==> src/fm_stereo_pkg.sv <==
package fm_stereo_pkg;

    localparam int DATA_SIZE = 32;
    localparam int QUANT_BITS = 10;
    localparam int NUM_TAPS = 32;
    localparam int AUDIO_DECIMATION = 8;

    typedef logic signed [DATA_SIZE-1:0] sample_t;
    typedef logic signed [2*DATA_SIZE-1:0] product_t;
    typedef logic [2:0] phase_t;

    // Unity gain in Q10
    localparam sample_t GAIN_Q = sample_t'(1 << QUANT_BITS);

    // Index 0 multiplies the newest sample
    typedef sample_t [0:NUM_TAPS-1] coeff_table_t;

    typedef struct packed {
        sample_t left;
        sample_t right;
    } stereo_sample_t;

    typedef enum logic [2:0] {
        IDLE,
        FRONT,
        SQUARE,
        HP,
        MIX,
        LMR,
        FORM,
        WRITE
    } seq_state_t;

    localparam coeff_table_t BP_PILOT_COEFFS = '{
           14,    31,    52,    72,    78,    54,    -8,  -104,
         -211,  -294,  -317,  -258,  -118,    74,   271,   417,
          417,   271,    74,  -118,  -258,  -317,  -294,  -211,
         -104,    -8,    54,    78,    72,    52,    31,    14
    };

    localparam coeff_table_t BP_LMR_COEFFS = '{
            0,     0,    -4,    -7,    -2,     8,    12,     2,
            3,    30,    48,    -4,  -116,  -168,   -61,   138,
          138,   -61,  -168,  -116,    -4,    48,    30,     3,
            2,    12,     8,    -2,    -7,    -4,     0,     0
    };

    localparam coeff_table_t HP_COEFFS = '{
           -1,     0,     0,     2,     4,     8,    11,    12,
            8,    -1,   -18,   -41,   -69,   -97,  -121,  -138,
         -138,  -121,   -97,   -69,   -41,   -18,    -1,     8,
           12,    11,     8,     4,     2,     0,     0,    -1
    };

    localparam coeff_table_t AUDIO_LPR_COEFFS = '{
           -3,    -6,   -12,   -19,   -27,   -33,   -30,   -13,
           21,    78,   155,   249,   349,   446,   526,   579,
          579,   526,   446,   349,   249,   155,    78,    21,
          -13,   -30,   -33,   -27,   -19,   -12,    -6,    -3
    };

    localparam coeff_table_t AUDIO_LMR_COEFFS = '{
           -3,    -6,   -12,   -19,   -27,   -33,   -30,   -13,
           21,    78,   155,   249,   349,   446,   526,   579,
          579,   526,   446,   349,   249,   155,    78,    21,
          -13,   -30,   -33,   -27,   -19,   -12,    -6,    -3
    };

    // Drop the Q10 fraction of a full-width product
    function automatic sample_t dequantize(input product_t prod);
        return sample_t'(prod >>> QUANT_BITS);
    endfunction

endpackage

==> src/pilot_mixer.sv <==
`timescale 1ns/1ps

module pilot_mixer (
    input  logic                   clock,
    input  logic                   i_rst_n,
    input  logic                   i_square,
    input  fm_stereo_pkg::sample_t i_pilot,
    output fm_stereo_pkg::sample_t o_carrier_sq,
    input  logic                   i_mix,
    input  fm_stereo_pkg::sample_t i_carrier,
    input  fm_stereo_pkg::sample_t i_lmr_band,
    output fm_stereo_pkg::sample_t o_mixed
);

    import fm_stereo_pkg::*;

    product_t pilot_sq;
    product_t mix_prod;

    // Squaring the 19 kHz pilot gives the 38 kHz carrier
    assign pilot_sq = i_pilot * i_pilot;
    // Shift the L-R band down to baseband
    assign mix_prod = i_carrier * i_lmr_band;

    always_ff @(posedge clock) begin
        if (!i_rst_n) begin
            o_carrier_sq <= '0;
            o_mixed <= '0;
        end else begin
            if (i_square) begin
                o_carrier_sq <= dequantize(pilot_sq);
            end
            if (i_mix) begin
                o_mixed <= dequantize(mix_prod);
            end
        end
    end

endmodule

==> config.mk <==
export PLATFORM = sky130hd
export DESIGN_NAME = pilot_mixer
export DESIGN_NICKNAME = d
export VERILOG_FILES = /design/src/fm_stereo_pkg.sv /design/src/pilot_mixer.sv
export SDC_FILE = /design/constraint.sdc
export NUM_CORES = 2
export LEC_CHECK = 0
export ABC_AREA = 0
export BUFFER_PORTS_ARGS = -buffer_cell sky130_fd_sc_hd__buf_2
export CELL_PAD_IN_SITES_DETAIL_PLACEMENT = 0
export CELL_PAD_IN_SITES_GLOBAL_PLACEMENT = 2
export CORE_MARGIN = 2
export CORE_UTILIZATION = 43
export DETAILED_ROUTE_END_ITERATION = 7
export PLACE_DENSITY = 0.95
export SLEW_MARGIN = 20
export SYNTH_ARGS = -nofsm -noshare
export SYNTH_HDL_FRONTEND = slang
export SYNTH_SLANG_ARGS = --single-unit
==> constraint.sdc <==
create_clock -name clock -period 9.9 [get_ports clock]
set_input_delay 1.485 -clock clock [delete_from_list [all_inputs] [get_ports clock]]
set_output_delay 1.485 -clock clock [all_outputs]
set_load 0.01 [all_outputs]
==> reports/results.tsv <==
metric	value	unit
status	complete, no violations	
clk_pin_slew	70	ps
synth_edf_count	0	
worstPathCellList	buf_2 > inv_1 > nor2_1 > inv_1 > fa_1 > fa_1 > fa_1 > fa_1 > inv_1 > fa_1 > fa_1 > fa_1 > fa_1 > ha_1 > a21oi_1 > o21ai_1 > o31ai_1 > nand2_1 > o21ai_1 > a21oi_2 > a311oi_1 > xor2_1 > o21ai_1	
ant_nets	0	
synth-main-ff-cell	dfxtp_1	
die-width	340	um
cts_buffers	9	
critical_path_class	input port to flip-flop	
synth-async-reset-ratio	0	
max_stage_delay	550	ps
layout_min_cycle_time	8840	ps
design_area	51200	um^2
setup_viol	0	
synthCells	5180	
start_util	0.433	
viasPerCell	5.04	
wirelength	135000	um
yosys.area.top_type	fa_1	
core_region_area	112000	um^2
hold_path_class	flip-flop to flip-flop	
synth_area	48700	um^2
synth_cell_type_count	69	
synth.avg_cell_area	9.40	um^2
syn_to_final_growth	5.16	%
cpMostUsedCell	fa_1	
tightest_slew	1030	ps
holdBufCountCts	0	
cts_setup_buffers	0	
maxCapViolCount	0	
grt_antenna_before_repair	6	
synth_nets	6931	
clockBufferDepth	2	
cts_root_buf	clkbuf_16	
maxSlewViolCount	0	
yosys-top-cells-area	fa_1, inv_1, and2_1, ha_1, nand2_1	
final_cell_mix	inv_1, fa_1, and2_1	
hpwl	110000	um
gp_congestion	0.917	
drt_iter0_drc	2025	
arrival	9110	ps
insertion_delay	390	ps
path_buf_inv	4	
gr-total-overflow	0	
final_cells	6681	
cts_tree	built	
fillers	10900	
hold_violations	0	
grt_pass1_wl	216000	um
portBuffers	163	
fin_skew	0	ps
tns	0	ps
cp_data_required_time	10170	ps
cp_top_family	adder cells	
boundaryPins	164	
die_h	340	um
grt_setup_unrepaired	false	
cts_sinks	64	
synth_top_area_frac	0.545	
wl_per_cell	20.3	um
fp-row-count	123	
drc	0	
ys_seq_area_frac	0.0263	
dr.pass1.iters	6	
grt_max_degree	58	
cp_max_fo	15	
nets	6924	
cts_resized	0	
grt_pass1_vias	37700	
end_kind	flip-flop	
yosysWarningCount	0	
slew_headroom	0.311	
fmax	113	MHz
cts_max_level	3	
min_period_over_period	0.892	
gr-usage-all-layers	0.243	
vias	33700	
drive_gt1_frac	0.0504	
cp_slowest_cell	fa_1	
layout_commonest_cell	inv_1	
place_inst	6662	
critPathLaunchType	input port	
placedInstanceArea	50800	um^2
synth-seq-cells	64	
die_area	116000	um^2
## metal layers
layer,wire length (um),vias to the layer above,global-route usage
met5,29,-,0
met4,3940,4,0.0697
met3,9900,184,0.0379
met2,65200,1147,0.405
met1,56200,17700,0.329
li1,-,14700,-
## metrics by stage
stage               setup slack [ps]  hold WS (ps)  utilization
detailed placement               731           445        0.453
floorplan                       1760           472            -
finish                          1060           448        0.456
global placement                 882           434        0.453
CTS                             1160           457        0.456
global route                     673           483        0.456
## synthesized netlist by cell type (3+ instances only)
library cell,n
xor2_1,44
o21ai_2,4
nand4_1,10
o31ai_1,6
or2_2,6
nor2_1,55
a21oi_1,54
ha_1,326
a21oi_2,4
buf_1,5
a31o_2,8
nor2b_1,61
nand3b_1,9
a211oi_1,7
a211o_1,5
and2_1,664
o21ai_0,35
o21bai_1,4
nand2b_1,11
dfxtp_1,64
clkinv_1,3
xnor2_1,113
nor3_1,16
nand2_1,514
mux2i_1,43
or3_1,3
a21o_1,24
inv_1,1456
clkbuf_1,215
a211oi_2,3
nand3_1,9
a31oi_1,6
o21a_1,4
o211ai_1,8
o21ai_1,5
and3_1,9
fa_1,1325
a21boi_0,6
## final timing paths
check	slack, ps	to	depth (start not counted)	start
max reg2reg	8970	o_carrier_sq[30]$_SDFFE_PN0P_	2	o_carrier_sq[30]$_SDFFE_PN0P_
max	1060	o_carrier_sq[30]$_SDFFE_PN0P_	23	i_pilot[9]
min reg2reg	450	o_carrier_sq[16]$_SDFFE_PN0P_	2	o_carrier_sq[16]$_SDFFE_PN0P_
min	450	o_carrier_sq[16]$_SDFFE_PN0P_	2	o_carrier_sq[16]$_SDFFE_PN0P_
## cell families after synthesis
group	share of synthesized area
AND/OR/NAND/NOR	0.148
AO/OA/AOI/OAI	0.0295
adder cells (fa/ha/maj)	0.629
XOR/XNOR	0.0287
multiplexers	0.00907
flip-flops	0.0263
buffers and inverters	0.130
## cell type report
type	instances	area (um^2)	share of cell area
well taps	1500	1880	0.0367
multi-input cells	3433	41100	0.802
clock inverters	7	100	0.00196
inverters	1460	5480	0.107
diodes	3	7.51	0.000147
clock buffers	9	225	0.00440
flip-flops and latches	64	1280	0.0250
repair buffers	205	1140	0.0223
## worst register-to-register path, cell delays in order, from the launching register on
cell,delay [ps]
dfxtp_1,500
nand2_1,250
o21ai_1,120
## flip-flops by register name, summed over array words and instances, names as in the netlist
register      count
o_carrier_sq     32
o_mixed          32
Power is not shown: default switching activity piles up to over one toggle a cycle in this logic, so the estimate is an artifact.
