[src/fm_stereo_pkg.sv]
package fm_stereo_pkg;

    localparam int DATA_SIZE = 32;
    localparam int QUANT_BITS = 10;
    localparam int NUM_TAPS = 32;
    localparam int AUDIO_DECIMATION = 8;

    typedef logic signed [DATA_SIZE-1:0] sample_t;
    typedef logic signed [2*DATA_SIZE-1:0] product_t;
    typedef logic [2:0] phase_t;

    // Unity gain in Q10
    localparam sample_t GAIN_Q = sample_t'(1 << QUANT_BITS);

    // Index 0 multiplies the newest sample
    typedef sample_t [0:NUM_TAPS-1] coeff_table_t;

    typedef struct packed {
        sample_t left;
        sample_t right;
    } stereo_sample_t;

    typedef enum logic [2:0] {
        IDLE,
        FRONT,
        SQUARE,
        HP,
        MIX,
        LMR,
        FORM,
        WRITE
    } seq_state_t;

    localparam coeff_table_t BP_PILOT_COEFFS = '{
           14,    31,    52,    72,    78,    54,    -8,  -104,
         -211,  -294,  -317,  -258,  -118,    74,   271,   417,
          417,   271,    74,  -118,  -258,  -317,  -294,  -211,
         -104,    -8,    54,    78,    72,    52,    31,    14
    };

    localparam coeff_table_t BP_LMR_COEFFS = '{
            0,     0,    -4,    -7,    -2,     8,    12,     2,
            3,    30,    48,    -4,  -116,  -168,   -61,   138,
          138,   -61,  -168,  -116,    -4,    48,    30,     3,
            2,    12,     8,    -2,    -7,    -4,     0,     0
    };

    localparam coeff_table_t HP_COEFFS = '{
           -1,     0,     0,     2,     4,     8,    11,    12,
            8,    -1,   -18,   -41,   -69,   -97,  -121,  -138,
         -138,  -121,   -97,   -69,   -41,   -18,    -1,     8,
           12,    11,     8,     4,     2,     0,     0,    -1
    };

    localparam coeff_table_t AUDIO_LPR_COEFFS = '{
           -3,    -6,   -12,   -19,   -27,   -33,   -30,   -13,
           21,    78,   155,   249,   349,   446,   526,   579,
          579,   526,   446,   349,   249,   155,    78,    21,
          -13,   -30,   -33,   -27,   -19,   -12,    -6,    -3
    };

    localparam coeff_table_t AUDIO_LMR_COEFFS = '{
           -3,    -6,   -12,   -19,   -27,   -33,   -30,   -13,
           21,    78,   155,   249,   349,   446,   526,   579,
          579,   526,   446,   349,   249,   155,    78,    21,
          -13,   -30,   -33,   -27,   -19,   -12,    -6,    -3
    };

    // Drop the Q10 fraction of a full-width product
    function automatic sample_t dequantize(input product_t prod);
        return sample_t'(prod >>> QUANT_BITS);
    endfunction

endpackage

[src/fir_mac.sv]
`timescale 1ns/1ps

module fir_mac #(
    parameter fm_stereo_pkg::coeff_table_t COEFFS = '0
) (
    input  logic                   clock,
    input  logic                   i_rst_n,
    input  logic                   i_shift,
    input  fm_stereo_pkg::sample_t i_sample,
    input  logic                   i_start,
    output logic                   o_done,
    output fm_stereo_pkg::sample_t o_result
);

    import fm_stereo_pkg::*;

    localparam int IDX_W = $clog2(NUM_TAPS);

    sample_t taps [NUM_TAPS];
    logic [IDX_W-1:0] idx;
    logic busy;
    logic last_tap;
    sample_t acc;
    sample_t coeff;
    product_t prod;
    sample_t term;

    // One multiplier walks the taps
    assign coeff = COEFFS[idx];
    assign prod = taps[idx] * coeff;
    assign term = dequantize(prod);
    assign last_tap = busy && (idx == IDX_W'(NUM_TAPS - 1));

    // Newest sample enters at tap 0
    always_ff @(posedge clock) begin
        if (!i_rst_n) begin
            for (int k = 0; k < NUM_TAPS; k++) begin
                taps[k] <= '0;
            end
        end else if (i_shift) begin
            taps[0] <= i_sample;
            for (int k = 1; k < NUM_TAPS; k++) begin
                taps[k] <= taps[k-1];
            end
        end
    end

    always_ff @(posedge clock) begin
        if (!i_rst_n) begin
            busy <= 1'b0;
            idx <= '0;
            o_done <= 1'b0;
        end else begin
            o_done <= last_tap;
            if (i_start) begin
                busy <= 1'b1;
                idx <= '0;
            end else if (busy) begin
                idx <= idx + 1'b1;
                if (last_tap) begin
                    busy <= 1'b0;
                end
            end
        end
    end

    always_ff @(posedge clock) begin
        if (i_start) begin
            acc <= '0;
        end else if (busy) begin
            acc <= acc + term;
        end
    end

    // Result holds until the next pass completes
    always_ff @(posedge clock) begin
        if (last_tap) begin
            o_result <= acc + term;
        end
    end

    a_start_idle: assert property (@(posedge clock) disable iff (!i_rst_n)
        i_start |-> !busy) else $error("filter started while busy");

endmodule

[config.mk]
export PLATFORM = sky130hd
export DESIGN_NAME = fir_mac
export DESIGN_NICKNAME = d
export VERILOG_FILES = /design/src/fm_stereo_pkg.sv /design/src/fir_mac.sv
export SDC_FILE = /design/constraint.sdc
export NUM_CORES = 1
export LEC_CHECK = 0
export BUFFER_PORTS_ARGS = -buffer_cell sky130_fd_sc_hd__buf_2
export CAP_MARGIN = 20
export CORE_UTILIZATION = 28
export DETAILED_ROUTE_END_ITERATION = 16
export GPL_TIMING_DRIVEN = 1
export PLACE_DENSITY = 0.75
export SYNTH_ARGS = -nofsm -noshare
export SYNTH_HDL_FRONTEND = slang
export SYNTH_SLANG_ARGS = --single-unit
[constraint.sdc]
create_clock -name clock -period 1.2 [get_ports clock]
set_input_delay 0.24 -clock clock [delete_from_list [all_inputs] [get_ports clock]]
set_output_delay 0.24 -clock clock [all_outputs]
set_load 0.005 [all_outputs]
==> summary.txt <==
Port Buffer Count - 3
Die Y - 46.1 um
Status - finished clean
Critical Path AT - 1.28 ns
Worst Skew - 0.00326 ns
Seq/Total Area, Yosys - 25.7%
Setup_tns - 0 ns
Fin util - 30.6%
Post-Route WL - 681 um
Post-Syn Area - 544 um^2
Setup crit start kind - flop
DRC viols - 0
Max-Cap Viols - 0
Top Ports - 69
Row cnt - 15
Via count - 310
Most frequent cells in the layout - conb_1 (32), dfxtp_1 (5)
Core ar. - 1780 um^2
1st-pass router iterations - 1
Ys Warns - 0
Register bit total from synthesis - 7
PD cells - 930 nW/um^2
CTS tree - done
DPL Wire Length - 476 um
Max FO, Critical Path - 2
CTS buffer count - 3
Hold Path Stages - 2
Placed cells - 90
Worst hold path class - in2reg
Ant diodes - 0
RSZ-0062 raised after global routing - no
WL/cell - 7.24 um
Fin. Hold Viols - 0
Slowest-stage cell, CP - dfxtp_2
Placer Congestion - 0.653
Global-route wire length before repair - 1040 um
Worst hold slack - 0.265 ns
Largest net degree at the start of global routing - 9
Power consumption - 0.508 mW
Number of cells on the critical path - 5
Post-CTS Setup Repair Bufs - 0
Sequence of cells on the critical path - ha_4, and3_4, ha_4, mux2i_1, nor2_1
Die ar. - 2120 um^2
Final worst path period need - 1.14 ns
1st-iter DRT viols - 0
H-Tree Level Count - 1
WP buf/inv - 0
WP data required - 1.34 ns
Final ANT Viol Nets - 0
Final Setup Violations - 0
Area delta synth->final - 0.230%
Setup CP Type - reg2reg
Tcrit/Tclk final - 94.9%
Root buf cell - clkbuf_4
Non-filler instance count after layout - 94
Global-route usage over all layers - 7.84%
Netlist cell types - 18
P_leak - 0.274 nW
Peak VDD IR - 0.000479 V
Crit-path most repeated cell - ha_4
Die Span X - 46.1 um
Clk_lat worst skew - 0.25 ns
Maximum clock rate - 878 MHz
Antenna violations before repair - 0
Commonest non-fill, non-tap cell in the layout - conb_1
Max clock buf depth - 2
Slew Viols, Final - 0
CTS Hold Buffers Added - 0
CP max stage delay - 0.33 ns
Remaining global-route overflow - 0
Fin nets - 108
Endpoint class of the critical path - flop
CP top delay family - adder cells
Synthesized instance count - 61
R2R cell count - 5
Initial Utilization - 30.5%
Share of layout cells above drive strength 1 - 24.6%
Clock transition at the registers of the reported paths - 0.05 ns
Synthesized area per cell - 8.92 um^2
Clk sink count - 7
Vias in the first global route - 242
Vias/cell - 3.30
repair_timing:
item                                    in CTS  in global routing
pin swaps                                    2                  0
hold endpoints to repair                     0                  0
gates cloned                                 0                  0
resized for setup                            4                  2
endpoints found under the setup margin       1                  2
registers in the layout (all words and copies together), names as in the netlist:
| signal | flops |
|---|---|
| o_done | 1 |
| busy | 1 |
| idx | 5 |
per-layer routing:
metal	part of all wire (%)	wire (um)	track usage (%)
met1	34	230	5.92
met2	54	365	13.5
met3	11	77	7.06
met4	1.2	8	3.53
met5	0	0	0
final timing paths:
path | start | to | slack (ns)
setup reg to reg | idx[0]$_SDFFE_PP0P_ | idx[4]$_SDFFE_PP0P_ | 0.06
hold / removal | i_start | busy$_SDFF_PN0_ | 0.26
hold reg to reg | idx[3]$_SDFFE_PP0P_ | idx[3]$_SDFFE_PP0P_ | 0.52
setup / recovery | idx[0]$_SDFFE_PP0P_ | idx[4]$_SDFFE_PP0P_ | 0.06
cell type report:
type,count,area (um^2)
fillers,201,1240
multi-input cells,52,308
flip-flops and latches,7,143
repair buffers,6,37.5
well taps,25,31.3
clock buffers,4,26.3
synthesized netlist by cell type:
cell type | count | area (um^2)
nand4_1 | 1 | 6.26
mux2i_1 | 3 | 30.0
dfxtp_1 | 7 | 140
nor2_1 | 3 | 11.3
and3_2 | 1 | 7.51
conb_1 | 1 | 3.75
or3b_1 | 1 | 8.76
buf_2 | 1 | 5.00
a21oi_1 | 1 | 5.00
nand3b_1 | 2 | 15.0
o21a_1 | 1 | 7.51
xnor2_1 | 1 | 8.76
and3_1 | 1 | 6.26
or2b_1 | 1 | 7.51
nor2b_1 | 1 | 6.26
a21bo_2 | 1 | 10.0
buf_4 | 32 | 240
ha_1 | 2 | 25.0
cells by family after synthesis:
| group | after synthesis | synth area share, % |
|---|---|---|
| AOI/OAI and AO/OA | 3 | 4.14 |
| xor gates and xnor gates | 1 | 1.61 |
| adders and majority gates | 2 | 4.60 |
| buffers and inverters | 33 | 45.1 |
| DFF | 7 | 25.7 |
| muxes | 3 | 5.52 |
| other | 1 | 0.689 |
| and+or+nand+nor | 11 | 12.6 |
report_power, final:
group,internal [mW],switching (mW),total (mW)
clock network,0.127,0.0834,0.210
registers,0.238,0.00781,0.246
logic,0.0167,0.0351,0.0518
metrics by stage:
step | area (um^2) | setup slack [ns]
4_1_cts | 533 | 0.0441
3_5_place_dp | 487 | -0.00861
2_1_floorplan | 663 | 0.00963
6_report | 546 | 0.0607
5_1_grt | 546 | 0.0104
3_3_place_gp | 487 | -0.00819
(Power assumes the default switching activity.)
