`config.mk`:
```
export PLATFORM = sky130hd
export DESIGN_NAME = sample_fifo
export DESIGN_NICKNAME = d
export VERILOG_FILES = /design/src/fm_stereo_pkg.sv /design/src/sample_fifo.sv
export SDC_FILE = /design/constraint.sdc
export NUM_CORES = 1
export LEC_CHECK = 0
export ABC_AREA = 1
export BUFFER_PORTS_ARGS = -buffer_cell sky130_fd_sc_hd__buf_2
export CAP_MARGIN = 25
export CORE_MARGIN = 2
export CORE_UTILIZATION = 62
export DETAILED_ROUTE_END_ITERATION = 8
export PLACE_DENSITY_LB_ADDON = 0.08
export SLEW_MARGIN = 30
export SYNTH_ARGS = -nofsm -noshare
export SYNTH_HDL_FRONTEND = slang
export SYNTH_SLANG_ARGS = --single-unit
```
`constraint.sdc`:
```
create_clock -name clock -period 3.1 [get_ports clock]
set_clock_uncertainty 0.15 [all_clocks]
set_input_delay 0.62 -clock clock [delete_from_list [all_inputs] [get_ports clock]]
set_output_delay 0.62 -clock clock [all_outputs]
set_load 0.01 [all_outputs]
```
`src/fm_stereo_pkg.sv`:
```
package fm_stereo_pkg;

    localparam int DATA_SIZE = 32;
    localparam int QUANT_BITS = 10;
    localparam int NUM_TAPS = 32;
    localparam int AUDIO_DECIMATION = 8;

    typedef logic signed [DATA_SIZE-1:0] sample_t;
    typedef logic signed [2*DATA_SIZE-1:0] product_t;
    typedef logic [2:0] phase_t;

    // Unity gain in Q10
    localparam sample_t GAIN_Q = sample_t'(1 << QUANT_BITS);

    // Index 0 multiplies the newest sample
    typedef sample_t [0:NUM_TAPS-1] coeff_table_t;

    typedef struct packed {
        sample_t left;
        sample_t right;
    } stereo_sample_t;

    typedef enum logic [2:0] {
        IDLE,
        FRONT,
        SQUARE,
        HP,
        MIX,
        LMR,
        FORM,
        WRITE
    } seq_state_t;

    localparam coeff_table_t BP_PILOT_COEFFS = '{
           14,    31,    52,    72,    78,    54,    -8,  -104,
         -211,  -294,  -317,  -258,  -118,    74,   271,   417,
          417,   271,    74,  -118,  -258,  -317,  -294,  -211,
         -104,    -8,    54,    78,    72,    52,    31,    14
    };

    localparam coeff_table_t BP_LMR_COEFFS = '{
            0,     0,    -4,    -7,    -2,     8,    12,     2,
            3,    30,    48,    -4,  -116,  -168,   -61,   138,
          138,   -61,  -168,  -116,    -4,    48,    30,     3,
            2,    12,     8,    -2,    -7,    -4,     0,     0
    };

    localparam coeff_table_t HP_COEFFS = '{
           -1,     0,     0,     2,     4,     8,    11,    12,
            8,    -1,   -18,   -41,   -69,   -97,  -121,  -138,
         -138,  -121,   -97,   -69,   -41,   -18,    -1,     8,
           12,    11,     8,     4,     2,     0,     0,    -1
    };

    localparam coeff_table_t AUDIO_LPR_COEFFS = '{
           -3,    -6,   -12,   -19,   -27,   -33,   -30,   -13,
           21,    78,   155,   249,   349,   446,   526,   579,
          579,   526,   446,   349,   249,   155,    78,    21,
          -13,   -30,   -33,   -27,   -19,   -12,    -6,    -3
    };

    localparam coeff_table_t AUDIO_LMR_COEFFS = '{
           -3,    -6,   -12,   -19,   -27,   -33,   -30,   -13,
           21,    78,   155,   249,   349,   446,   526,   579,
          579,   526,   446,   349,   249,   155,    78,    21,
          -13,   -30,   -33,   -27,   -19,   -12,    -6,    -3
    };

    // Drop the Q10 fraction of a full-width product
    function automatic sample_t dequantize(input product_t prod);
        return sample_t'(prod >>> QUANT_BITS);
    endfunction

endpackage

```
`src/sample_fifo.sv`:
```
`timescale 1ns/1ps

module sample_fifo #(
    parameter int DEPTH = 16
) (
    input  logic                   clock,
    input  logic                   i_rst_n,
    input  logic                   i_wr_en,
    input  fm_stereo_pkg::sample_t i_data,
    output logic                   o_full,
    input  logic                   i_rd_en,
    output fm_stereo_pkg::sample_t o_data,
    output logic                   o_empty
);

    import fm_stereo_pkg::*;

    localparam int PTR_W = (DEPTH > 1) ? $clog2(DEPTH) : 1;
    localparam int CNT_W = $clog2(DEPTH + 1);

    sample_t mem [DEPTH];
    logic [PTR_W-1:0] wr_ptr;
    logic [PTR_W-1:0] rd_ptr;
    logic [CNT_W-1:0] count;

    // Head word falls through
    assign o_data = mem[rd_ptr];
    assign o_empty = (count == '0);
    assign o_full = (count == CNT_W'(DEPTH));

    always_ff @(posedge clock) begin
        if (i_wr_en) begin
            mem[wr_ptr] <= i_data;
        end
    end

    always_ff @(posedge clock) begin
        if (!i_rst_n) begin
            wr_ptr <= '0;
            rd_ptr <= '0;
            count <= '0;
        end else begin
            if (i_wr_en) begin
                wr_ptr <= (wr_ptr == PTR_W'(DEPTH - 1)) ? '0 : wr_ptr + 1'b1;
            end
            if (i_rd_en) begin
                rd_ptr <= (rd_ptr == PTR_W'(DEPTH - 1)) ? '0 : rd_ptr + 1'b1;
            end
            case ({i_wr_en, i_rd_en})
                2'b10:   count <= count + 1'b1;
                2'b01:   count <= count - 1'b1;
                default: count <= count;
            endcase
        end
    end

    a_no_overflow: assert property (@(posedge clock) disable iff (!i_rst_n)
        i_wr_en |-> !o_full) else $error("write while full");
    a_no_underflow: assert property (@(posedge clock) disable iff (!i_rst_n)
        i_rd_en |-> !o_empty) else $error("read while empty");

endmodule

```
==> impl_metrics.yaml <==
timing:
  fin_crit_sh_pct: 96.2
  max_freq_mhz: 335
  period_needed_ns: 2.98
  slew_viol_final: 0
  relSlewSlack_pct: 48.8
  tightest_slew_ns: 0.767
  setup_viol: 0
  rsz0062_at_grt: "false"
  holdWs_ns: 0.198
  hold_violations: 0
  setup_tns_ns: 0
finish:
  nets: 1864
  drive_gt1_share_pct: 11.8
  final_core_util_pct: 71.0
  regArea_um2: 15700
  area_growth_pct: 12.7
  post-route-cell-area_um2: 24600
  fill_cells: 2328
  multiInputGateArea_um2: 4440
cts:
  tritoncts: "built"
  htreeDepth: 2
  clock_path_buffers: 3
  cts-root-buf: "clkbuf_16"
  cts.sink_count: 529
  numCtsBuffers: 52
  clock_latency_ns: 0.57
  cts.clk_slew.worst_paths_ns: 0.06
grt:
  grt_use_met2_pct: 43.2
  use_met1_pct: 36.3
  grt_max_degree: 98
  overflow: 0
  grt_pass1_wl_um: 71200
  antenna_found_initial: 1
  met3_usage_pct: 4.28
  grt_pass1_vias: 12513
  grtUsageTotal_pct: 26.1
  grt_busiest_layer: "met2"
critical_path:
  regToRegEndpoint: "mem[11][29]"
  crit_required_ns: 2.33
  setup.worst_path.end_class: "output port"
  rr_worst_depth: 4
  cp.arrival_ns: 2.21
  start_kind: "register"
  worst-path-max-fanout: 77
  rrSetupSlack_ns: 0.86
  r2r_start: "wr_ptr[0]"
  critPathKind: "reg -> out"
logic_synthesis:
  ys_ff_latch: 529
  post_synth_num_cell_types: 24
  syn_avg_cell_area_um2: 12.5
  syn_area_um2: 21800
  synth_top_cell_by_area: "edfxtp_1"
  synth_nets: 1792
  syn_inst: 1747
  ys_warn_count: 0
  ys_seq_area_share_pct: 72.0
  synth_top_area_share_pct: 70.4
  synthTopCellsByArea: "edfxtp_1 (70%), inv_1 (4.8%), nand3_1 (4.6%)"
die:
  die_y_um: 192
  num_rows: 68
  io_pins: 70
  initial_core_util_pct: 63.0
  dieArea_um2: 36700
  die_w_um: 192
  coreArea_um2: 34600
power:
  peakVddDrop_mv: 0.554
  p_leak_nw: 8.97
  power_mw: 15.2
  power-per-cell-area_nw_per_um2: 620
route:
  drtIter0Drc: 1264
  wl_um: 47200
  post_drt_wl_per_cell_um: 20.4
  drtPass1Iterations: 5
  viasPerCell: 5.78
  drc: 0
  via_count: 13369
  route.antenna.remaining_nets: 0
placed_design:
  place_congestion: 0.792
  dpl_cell_area_um2: 22800
  io_buffers: 69
  dp_hpwl_um: 25100
run:
  maxCapViolCount: 0
hold_path:
  whs_path_depth: 2
  min_from: "i_rd_en"
  hold_class: "in -> reg"
outcome:
  status: "completed"
## state kept, by name, indices dropped and copies added, names as in the netlist, named ones only
| name | count |
|---|---|
| mem | 512 |
| count | 5 |
| rd_ptr | 4 |
| wr_ptr | 4 |
## through the flow
step / cells / setup WS, ns
6_report: 2314 / 0.117
5_1_grt: 2313 / 0.00207
4_1_cts: 2307 / 0.0188
3_5_place_dp: 2214 / 0.645
3_3_place_gp: 2214 / 0.663
2_1_floorplan: 1747 / 0.421
## cell usage after synthesis
cell type and n:
clkbuf_2 10, nand3_1 202, dfxtp_1 17, nor3_1 2, buf_2 20, nor2_1 28
a211oi_1 1, clkbuf_1 21, edfxtp_1 512, o21bai_1 1, a21oi_2 3, buf_8 3
buf_1 10, o21ai_1 65, inv_1 278, buf_6 34, ha_1 9, o21ai_0 70
a21oi_1 135, inv_2 1, o211ai_1 128, nand2_1 187, buf_4 7, xor2_1 3
## worst max-delay path: stages (launching register included)
cell,delay (ns)
dfxtp_4,0.57
buf_12,0.36
o211ai_1,0.17
nand3_1,0.11
nand3_1,0.09
nand2_1,0.16
buf_2,0.16
## cell usage in the layout (no fill, tap or decap), types with 3 or more instances in the layout
cell       instances
buf_12            27
xor2_1             3
nand3_1          202
dfxtp_4            3
nand2_1          187
clkinv_1          12
a21oi_2            3
inv_1            277
buf_2             69
buf_4             22
bufinv_16          5
clkbuf_16         54
clkbuf_8           3
a21oi_1          135
edfxtp_1         512
o211ai_1         128
o21ai_0           70
ha_1               9
nor2_1            12
clkinv_2          10
nor2_4            16
clkbuf_1           9
dfxtp_1           13
o21ai_1           65
## report_power, final
group	total [mW]	internal [mW]	switching [mW]
logic	1.16	0.403	0.755
clock network	6.11	3.59	2.52
registers	7.97	7.93	0.0404
total	15.2	11.9	3.31
## worst max-delay path by stage
stage	from	end	slack, ns	cells after the start
2_1_floorplan	i_wr_en	mem[11][0]	0.42	2
3_3_place_gp	i_wr_en	mem[11][15]	0.66	4
3_5_place_dp	register	o_data[1]	0.65	7
4_1_cts	register	o_data[7]	0.02	7
5_1_grt	register	o_data[7]	0.002	7
6_report	register	o_data[7]	0.12	6
## kinds of logic (layout without fill, tap and decap cells)
| logic type | count (synthesis) | in the layout | synth area share, % |
|---|---|---|---|
| XOR/XNOR | 3 | 3 | 0.120 |
| buffers and inverters | 384 | 495 | 8.22 |
| adder cells (fa/ha/maj) | 9 | 9 | 0.516 |
| AND/OR/NAND/NOR | 419 | 419 | 8.37 |
| flip-flops | 529 | 529 | 72.0 |
| other | 0 | 1 | 0 |
| AO/OA/AOI/OAI | 403 | 403 | 10.8 |
## final cells by class
class,count,area share [%]
clock inverter,28,1.03
tap,455,2.31
clock buffer,65,5.70
sequential,529,63.9
antenna,1,0.0102
multi-input combinational,834,18.1
inverter,279,4.26
timing repair buffer,123,4.69
## per-layer routing
| layer | vias up | routed length, µm |
|---|---|---|
| met5 | - | 12 |
| met4 | 2 | 1070 |
| met3 | 88 | 3430 |
| met2 | 475 | 23100 |
| met1 | 6465 | 19500 |
| li1 | 6339 | - |
## timing repair
| item | CTS | global route |
|---|---|---|
| buffers inserted | 0 | 5 |
| hold buffers | 0 | 0 |
| pin swaps | 0 | 0 |
| gates cloned | 0 | 1 |
| gates resized for setup | 1 | 3 |
| setup endpoints to repair | 1 | 13 |
No activity file was read; power rests on OpenSTA's default activity.
