### src/fm_stereo_pkg.sv
package fm_stereo_pkg;

    localparam int DATA_SIZE = 32;
    localparam int QUANT_BITS = 10;
    localparam int NUM_TAPS = 32;
    localparam int AUDIO_DECIMATION = 8;

    typedef logic signed [DATA_SIZE-1:0] sample_t;
    typedef logic signed [2*DATA_SIZE-1:0] product_t;
    typedef logic [2:0] phase_t;

    // Unity gain in Q10
    localparam sample_t GAIN_Q = sample_t'(1 << QUANT_BITS);

    // Index 0 multiplies the newest sample
    typedef sample_t [0:NUM_TAPS-1] coeff_table_t;

    typedef struct packed {
        sample_t left;
        sample_t right;
    } stereo_sample_t;

    typedef enum logic [2:0] {
        IDLE,
        FRONT,
        SQUARE,
        HP,
        MIX,
        LMR,
        FORM,
        WRITE
    } seq_state_t;

    localparam coeff_table_t BP_PILOT_COEFFS = '{
           14,    31,    52,    72,    78,    54,    -8,  -104,
         -211,  -294,  -317,  -258,  -118,    74,   271,   417,
          417,   271,    74,  -118,  -258,  -317,  -294,  -211,
         -104,    -8,    54,    78,    72,    52,    31,    14
    };

    localparam coeff_table_t BP_LMR_COEFFS = '{
            0,     0,    -4,    -7,    -2,     8,    12,     2,
            3,    30,    48,    -4,  -116,  -168,   -61,   138,
          138,   -61,  -168,  -116,    -4,    48,    30,     3,
            2,    12,     8,    -2,    -7,    -4,     0,     0
    };

    localparam coeff_table_t HP_COEFFS = '{
           -1,     0,     0,     2,     4,     8,    11,    12,
            8,    -1,   -18,   -41,   -69,   -97,  -121,  -138,
         -138,  -121,   -97,   -69,   -41,   -18,    -1,     8,
           12,    11,     8,     4,     2,     0,     0,    -1
    };

    localparam coeff_table_t AUDIO_LPR_COEFFS = '{
           -3,    -6,   -12,   -19,   -27,   -33,   -30,   -13,
           21,    78,   155,   249,   349,   446,   526,   579,
          579,   526,   446,   349,   249,   155,    78,    21,
          -13,   -30,   -33,   -27,   -19,   -12,    -6,    -3
    };

    localparam coeff_table_t AUDIO_LMR_COEFFS = '{
           -3,    -6,   -12,   -19,   -27,   -33,   -30,   -13,
           21,    78,   155,   249,   349,   446,   526,   579,
          579,   526,   446,   349,   249,   155,    78,    21,
          -13,   -30,   -33,   -27,   -19,   -12,    -6,    -3
    };

    // Drop the Q10 fraction of a full-width product
    function automatic sample_t dequantize(input product_t prod);
        return sample_t'(prod >>> QUANT_BITS);
    endfunction

endpackage

### src/stereo_matrix.sv
`timescale 1ns/1ps

module stereo_matrix (
    input  logic                          clock,
    input  logic                          i_rst_n,
    input  logic                          i_form,
    input  fm_stereo_pkg::sample_t        i_lpr,
    input  fm_stereo_pkg::sample_t        i_lmr,
    output fm_stereo_pkg::stereo_sample_t o_pair
);

    import fm_stereo_pkg::*;

    sample_t sum;
    sample_t diff;
    product_t left_prod;
    product_t right_prod;

    // Sum and difference wrap at DATA_SIZE
    assign sum = i_lpr + i_lmr;
    assign diff = i_lpr - i_lmr;
    assign left_prod = sum * GAIN_Q;
    assign right_prod = diff * GAIN_Q;

    always_ff @(posedge clock) begin
        if (!i_rst_n) begin
            o_pair <= '0;
        end else if (i_form) begin
            o_pair.left <= dequantize(left_prod);
            o_pair.right <= dequantize(right_prod);
        end
    end

endmodule

### config.mk
export PLATFORM = sky130hd
export DESIGN_NAME = stereo_matrix
export DESIGN_NICKNAME = d
export VERILOG_FILES = /design/src/fm_stereo_pkg.sv /design/src/stereo_matrix.sv
export SDC_FILE = /design/constraint.sdc
export NUM_CORES = 1
export LEC_CHECK = 0
export BUFFER_PORTS_ARGS = -buffer_cell sky130_fd_sc_hd__buf_4
export CAP_MARGIN = 10
export CORE_MARGIN = 2
export CORE_UTILIZATION = 30
export CTS_CLUSTER_SIZE = 12
export DETAILED_ROUTE_END_ITERATION = 10
export PLACE_DENSITY_LB_ADDON = 0.12
export SKIP_CTS_REPAIR_TIMING = 1
export SLEW_MARGIN = 0
export SYNTH_ARGS = -nofsm -noshare
export SYNTH_HDL_FRONTEND = slang
export SYNTH_SLANG_ARGS = --single-unit
### constraint.sdc
create_clock -name clock -period 3.16 [get_ports clock]
set_clock_uncertainty 0.2 [all_clocks]
set_input_delay 0.316 -clock clock [delete_from_list [all_inputs] [get_ports clock]]
set_output_delay 0.316 -clock clock [all_outputs]
set_load 0.1 [all_outputs]
==> results.json, run 1 <==
{
  "arrival_ns": 2.97,
  "min-delay-start": "i_lmr[0]",
  "area_delta_synth_final_pct": 35.99,
  "finalSetupTns_ns": 0,
  "final_cell_mix": "buf_4 (207), nor2_1 (84), a21oi_1 (72), inv_1 (63), dfxtp_1 (63)",
  "hold_path_end": "o_pair[0]$_SDFFE_PN0P_",
  "num_rows": 49,
  "first_iter_violations": 402,
  "routedWlPerCell_um": 16.16,
  "io_pins": 131,
  "finalSetupViolations": 0,
  "period_share": 0.9406,
  "antenna_found_initial": 0,
  "via_per_inst": 5.001,
  "synthXorXnorAreaFrac": 0.08913,
  "numClockSinks": 63,
  "rr_startpoint": "o_pair[46]$_SDFFE_PN0P_",
  "clk_pin_slew_ns": 0.05,
  "finalNetCount": 1042,
  "multi_input_area_um2": 3846,
  "grt_pass1_wl_um": 29350,
  "cts_buffers": 9,
  "synth_edf_count": 0,
  "synth_area_leaders": "dfxtp_1 (23%), ha_1 (14%), xnor2_1 (8.0%), a21oi_1 (6.6%), nor2_1 (5.7%)",
  "drcViolationCount": 0,
  "drv_cap": 0,
  "largest_register_ff_count": 63,
  "cts_tree": "done",
  "routabilityCongestion": 0.8777,
  "peakVddDrop_v": 0.0002660,
  "status": "finished clean",
  "critPathLaunchType": "input pin",
  "routed_wl_um": 18500,
  "finalHoldViolCount": 0,
  "synth_fa_ha_area_frac": 0.1482,
  "antenna_left": 0,
  "relSlewSlack": 0.4141,
  "reg2reg_depth": 2,
  "muxShareOfSynthArea": 0.01637,
  "hpwlAfterDp_um": 15040,
  "p_per_area_nw_per_um2": 508.8,
  "root_buffer": "clkbuf_16",
  "cts_max_level": 3,
  "final_core_util": 0.4166,
  "nFillCells": 1908,
  "report.final.slew_viol_count": 0,
  "syn_avg_cell_area_um2": 7.528,
  "async_reset_ff_frac": 0,
  "yosysTopAreaCell": "dfxtp_1",
  "initial_utilization": 0.3063,
  "syn-num-nets": 862,
  "synth_seq_cells": 63,
  "portBuffers": 130,
  "rsz0062_at_grt": "false",
  "synth_top_area_share": 0.2292,
  "grt_pass1_vias": 5564,
  "cp.required_ns": 3.15,
  "yosys_warnings": 0,
  "synthFlopType": "dfxtp_1",
  "grt_overflow": 0,
  "antenna_cells": 0,
  "holdPathStages": 3,
  "regMostFlops": "o_pair",
  "die_area_um2": 19440,
  "syn_inst": 731,
  "vias": 5726,
  "core_area_um2": 17960,
  "firstDrtPassIters": 4,
  "grt_usage": 0.1894,
  "clock_path_buffers": 2,
  "worstMarginPinSlew_ns": 0.8767,
  "synth_cell_types": 65,
  "regToRegSetupSlack_ns": 2.25,
  "syn_area_um2": 5503,
  "clk_latency_ns": 0.34,
  "largest_registers": "o_pair (63)",
  "drive_above_1_share": 0.2675,
  "die-height_um": 139.4,
  "regToRegEndpoint": "o_pair[46]$_SDFFE_PN0P_",
  "min_path_type": "input pin to flip-flop",
  "critPathMaxFanout": 2,
  "synth-simple-area-share": 0.1749,
  "die_w_um": 139.4,
  "critPathCaptureType": "flip-flop",
  "ys_seq_area_frac": 0.2292,
  "power.leakage_nw": 3.485,
  "final_common_cell": "buf_4",
  "grt_max_degree": 32,
  "min_period_ns": 2.972,
  "clock.fmax_ghz": 0.3364,
  "synth_compound_area_frac": 0.2676,
  "critical_path_class": "input pin to flip-flop",
  "seq_area_um2": 1261,
  "synth_top_family_by_area": "compound AO/OA/AOI/OAI gates"
}
synth_stat cells (all sizes together), types with 4 or more instances:
| cell type | n |
|---|---|
| buf | 21 |
| clkbuf | 17 |
| dfxtp | 63 |
| xnor2 | 50 |
| nand2 | 47 |
| o21a | 4 |
| nand2b | 6 |
| ha | 62 |
| nor3 | 13 |
| a311oi | 4 |
| a31oi | 8 |
| o21ai | 61 |
| inv | 63 |
| nand3 | 17 |
| or4 | 4 |
| o21bai | 16 |
| o31a | 5 |
| a21o | 8 |
| or3 | 5 |
| a21oi | 75 |
| nor2 | 84 |
| mux2i | 9 |
| nand4 | 5 |
| a211oi | 15 |
| o31ai | 7 |
| nor2b | 9 |
| nor4 | 8 |
| xor2 | 6 |
report_power, final:
group	leakage [nW]	total, mW	internal (mW)	switching (mW)
combinational	2.82	1.87	0.606	1.26
sequential	0.521	0.937	0.883	0.0545
clock	0.146	1.00	0.629	0.376
total	3.49	3.81	2.12	1.69
metal layers:
layer | share of wire | track usage | up-vias
met3 | 0.040 | 0.02615 | 20
met5 | 0 | 0 | -
met4 | 0.018 | 0.05742 | 0
met2 | 0.44 | 0.2939 | 132
li1 | - | - | 2913
met1 | 0.50 | 0.2726 | 2661
per-stage QoR:
step | setup WS (ns) | total power [mW] | hold slack [ns] | instance area [um2] | std cells
after floorplan | 0.1728 | 2.257 | 0.2544 | 5503 | 731
after global placement | -0.2919 | 2.824 | 0.2373 | 7177 | 1129
after detailed placement | -0.3792 | 2.818 | 0.2463 | 7177 | 1129
after CTS | -0.02062 | 3.849 | 0.07764 | 7468 | 1145
after global routing | 0.0002642 | 4.013 | 0.1069 | 7483 | 1145
final | 0.1876 | 3.808 | 0.09043 | 7483 | 1145
cell families after synthesis:
logic type / after synthesis
DFF: 63
buffers and inverters: 103
adders and majority gates: 64
AOI/OAI and AO/OA: 228
xor gates and xnor gates: 56
and+or+nand+nor: 208
muxes: 9
how the worst max path moves through the flow:
| stage | start | endpoint | slack, ns |
|---|---|---|---|
| 2_1_floorplan | i_lpr[0] | o_pair[24]$_SDFFE_PN0P_ | 0.17 |
| 3_3_place_gp | i_lpr[0] | o_pair[60]$_SDFFE_PN0P_ | -0.29 |
| 3_5_place_dp | i_lpr[0] | o_pair[24]$_SDFFE_PN0P_ | -0.38 |
| 4_1_cts | i_lpr[0] | o_pair[24]$_SDFFE_PN0P_ | -0.02 |
| 5_1_grt | i_lpr[0] | o_pair[60]$_SDFFE_PN0P_ | 0.0003 |
| 6_report | i_lpr[0] | o_pair[60]$_SDFFE_PN0P_ | 0.19 |
cell type report:
class,count,area share
clock buffers,12,0.03294
inverters,65,0.03260
clock inverters,4,0.006019
multi-input cells,565,0.5140
flip-flops and latches,63,0.1685
well taps,229,0.03829
repair buffers,207,0.2077
critical path, cell delays in order:
cell and delay [ns]:
buf_4 0.11, ha_1 0.21, fa_1 0.39, nor2b_1 0.17
o311ai_1 0.30, buf_4 0.18, a21oi_1 0.09, o21ai_2 0.18
a2111oi_2 0.12, a21oi_2 0.20, nor4_1 0.08, a2111oi_2 0.38
xnor2_1 0.16, o21ai_1 0.07
Note: power is estimated with default switching activity, not from simulation.
==> run 2: changes to the inputs <==
--- a/config.mk
+++ b/config.mk
@@ -11,6 +11,7 @@
 export CORE_UTILIZATION = 30
 export CTS_CLUSTER_SIZE = 12
 export DETAILED_ROUTE_END_ITERATION = 10
+export HOLD_SLACK_MARGIN = 0.15
 export PLACE_DENSITY_LB_ADDON = 0.12
 export SKIP_CTS_REPAIR_TIMING = 1
 export SLEW_MARGIN = 0
==> run 2 against run 1 <==
Against the previous run:
- first-iteration DRC count down 7.0%
- routed wire length up 0.23%
- non-clock buffer count up 1
- via count up 0.33%
- critical path type unchanged
==> results.json, run 2 (synthesis results as in run 1) <==
{
  "grt_pass1_vias": 5564,
  "die-height_um": 139.4,
  "routabilityCongestion": 0.8777,
  "drv_cap": 0,
  "initial_utilization": 0.3063,
  "portBuffers": 130,
  "routedWlPerCell_um": 16.18,
  "firstDrtPassIters": 4,
  "finalNetCount": 1043,
  "critPathLaunchType": "input pin",
  "worstMarginPinSlew_ns": 0.8976,
  "rr_startpoint": "o_pair[48]$_SDFFE_PN0P_",
  "via_per_inst": 5.013,
  "first_iter_violations": 374,
  "report.final.slew_viol_count": 0,
  "regToRegSetupSlack_ns": 2.25,
  "largest_registers": "o_pair (63)",
  "drive_above_1_share": 0.2672,
  "status": "finished clean",
  "hpwlAfterDp_um": 15040,
  "area_delta_synth_final_pct": 36.18,
  "antenna_left": 0,
  "min_path_type": "input pin to flip-flop",
  "critPathCaptureType": "flip-flop",
  "die_w_um": 139.4,
  "num_rows": 49,
  "vias": 5745,
  "largest_register_ff_count": 63,
  "grt_pass1_wl_um": 29350,
  "grt_usage": 0.1894,
  "final_cell_mix": "buf_4 (207), nor2_1 (84), a21oi_1 (72), inv_1 (63), dfxtp_1 (63)",
  "cts_max_level": 3,
  "core_area_um2": 17960,
  "clock.fmax_ghz": 0.3371,
  "clk_pin_slew_ns": 0.05,
  "rsz0062_at_grt": "false",
  "finalHoldViolCount": 0,
  "regMostFlops": "o_pair",
  "min_period_ns": 2.967,
  "cts_buffers": 9,
  "final_common_cell": "buf_4",
  "grt_overflow": 0,
  "antenna_cells": 0,
  "critPathMaxFanout": 2,
  "finalSetupViolations": 0,
  "die_area_um2": 19440,
  "cts_tree": "done",
  "peakVddDrop_v": 0.0002663,
  "dpl_cell_area_um2": 7177,
  "crit_start": "i_lpr[0]",
  "relSlewSlack": 0.4002,
  "fin_ws_ns": 0.1932,
  "numClockSinks": 63,
  "holdWs_ns": 0.1469,
  "design_area_um2": 7493,
  "clk_latency_ns": 0.33,
  "p_per_area_nw_per_um2": 509.1,
  "pre_cts_ws_ns": -0.3792,
  "power.leakage_nw": 3.489,
  "min-delay-start": "i_rst_n",
  "period_share": 0.9389,
  "cp.required_ns": 3.15,
  "critical_path_class": "input pin to flip-flop",
  "root_buffer": "clkbuf_16",
  "antenna_found_initial": 0,
  "io_pins": 131,
  "clock_path_buffers": 2,
  "arrival_ns": 2.96,
  "drcViolationCount": 0,
  "grt_max_degree": 32,
  "routed_wl_um": 18550
}
run 2: path summary, 6_finish.rpt:
check | cells past startpoint | endpoint
worst max-delay path | 14 | o_pair[60]$_SDFFE_PN0P_
worst max register to register | 2 | o_pair[48]$_SDFFE_PN0P_
worst min-delay path | 3 | o_pair[39]$_SDFFE_PN0P_
worst min register to register | 2 | o_pair[31]$_SDFFE_PN0P_
run 2: final cells by class:
cell class | instances | area (um2)
tap | 229 | 286.5
fill | 1905 | 10470
clock buffer | 12 | 246.5
clock inverter | 4 | 45.04
sequential | 63 | 1261
multi-input combinational | 565 | 3846
inverter | 65 | 244.0
timing repair buffer | 208 | 1564
run 2: routing by layer:
metal / vias to the layer above / track usage / share of wire
met5: - / 0 / 0
met4: 0 / 0.05742 / 0.018
met3: 20 / 0.02615 / 0.042
met2: 133 / 0.2939 / 0.44
met1: 2679 / 0.2726 / 0.50
li1: 2913 / - / -
run 2: where the power goes:
part	internal (mW)	leakage [nW]	switching, mW
clock	0.629	0.146	0.381
combinational	0.607	2.82	1.26
sequential	0.883	0.521	0.0548
total	2.12	3.49	1.70
run 2: worst max-delay path, stage by stage:
cell,delay (ns)
buf_4,0.11
ha_1,0.21
fa_1,0.39
nor2b_1,0.17
o311ai_1,0.30
buf_4,0.18
a21oi_1,0.09
o21ai_2,0.18
a2111oi_2,0.12
a21oi_2,0.20
nor4_1,0.08
a2111oi_2,0.38
xnor2_1,0.16
o21ai_1,0.07
run 2: through the flow:
step,utilization,power (mW),cells,TNS (ns)
after floorplan,-,2.257,731,0
after global placement,0.3995,2.824,1129,-1.731
after detailed placement,0.3995,2.818,1129,-1.817
after CTS,0.4158,3.849,1145,-0.02062
after global routing,0.4171,4.015,1146,0
final,0.4171,3.815,1146,0
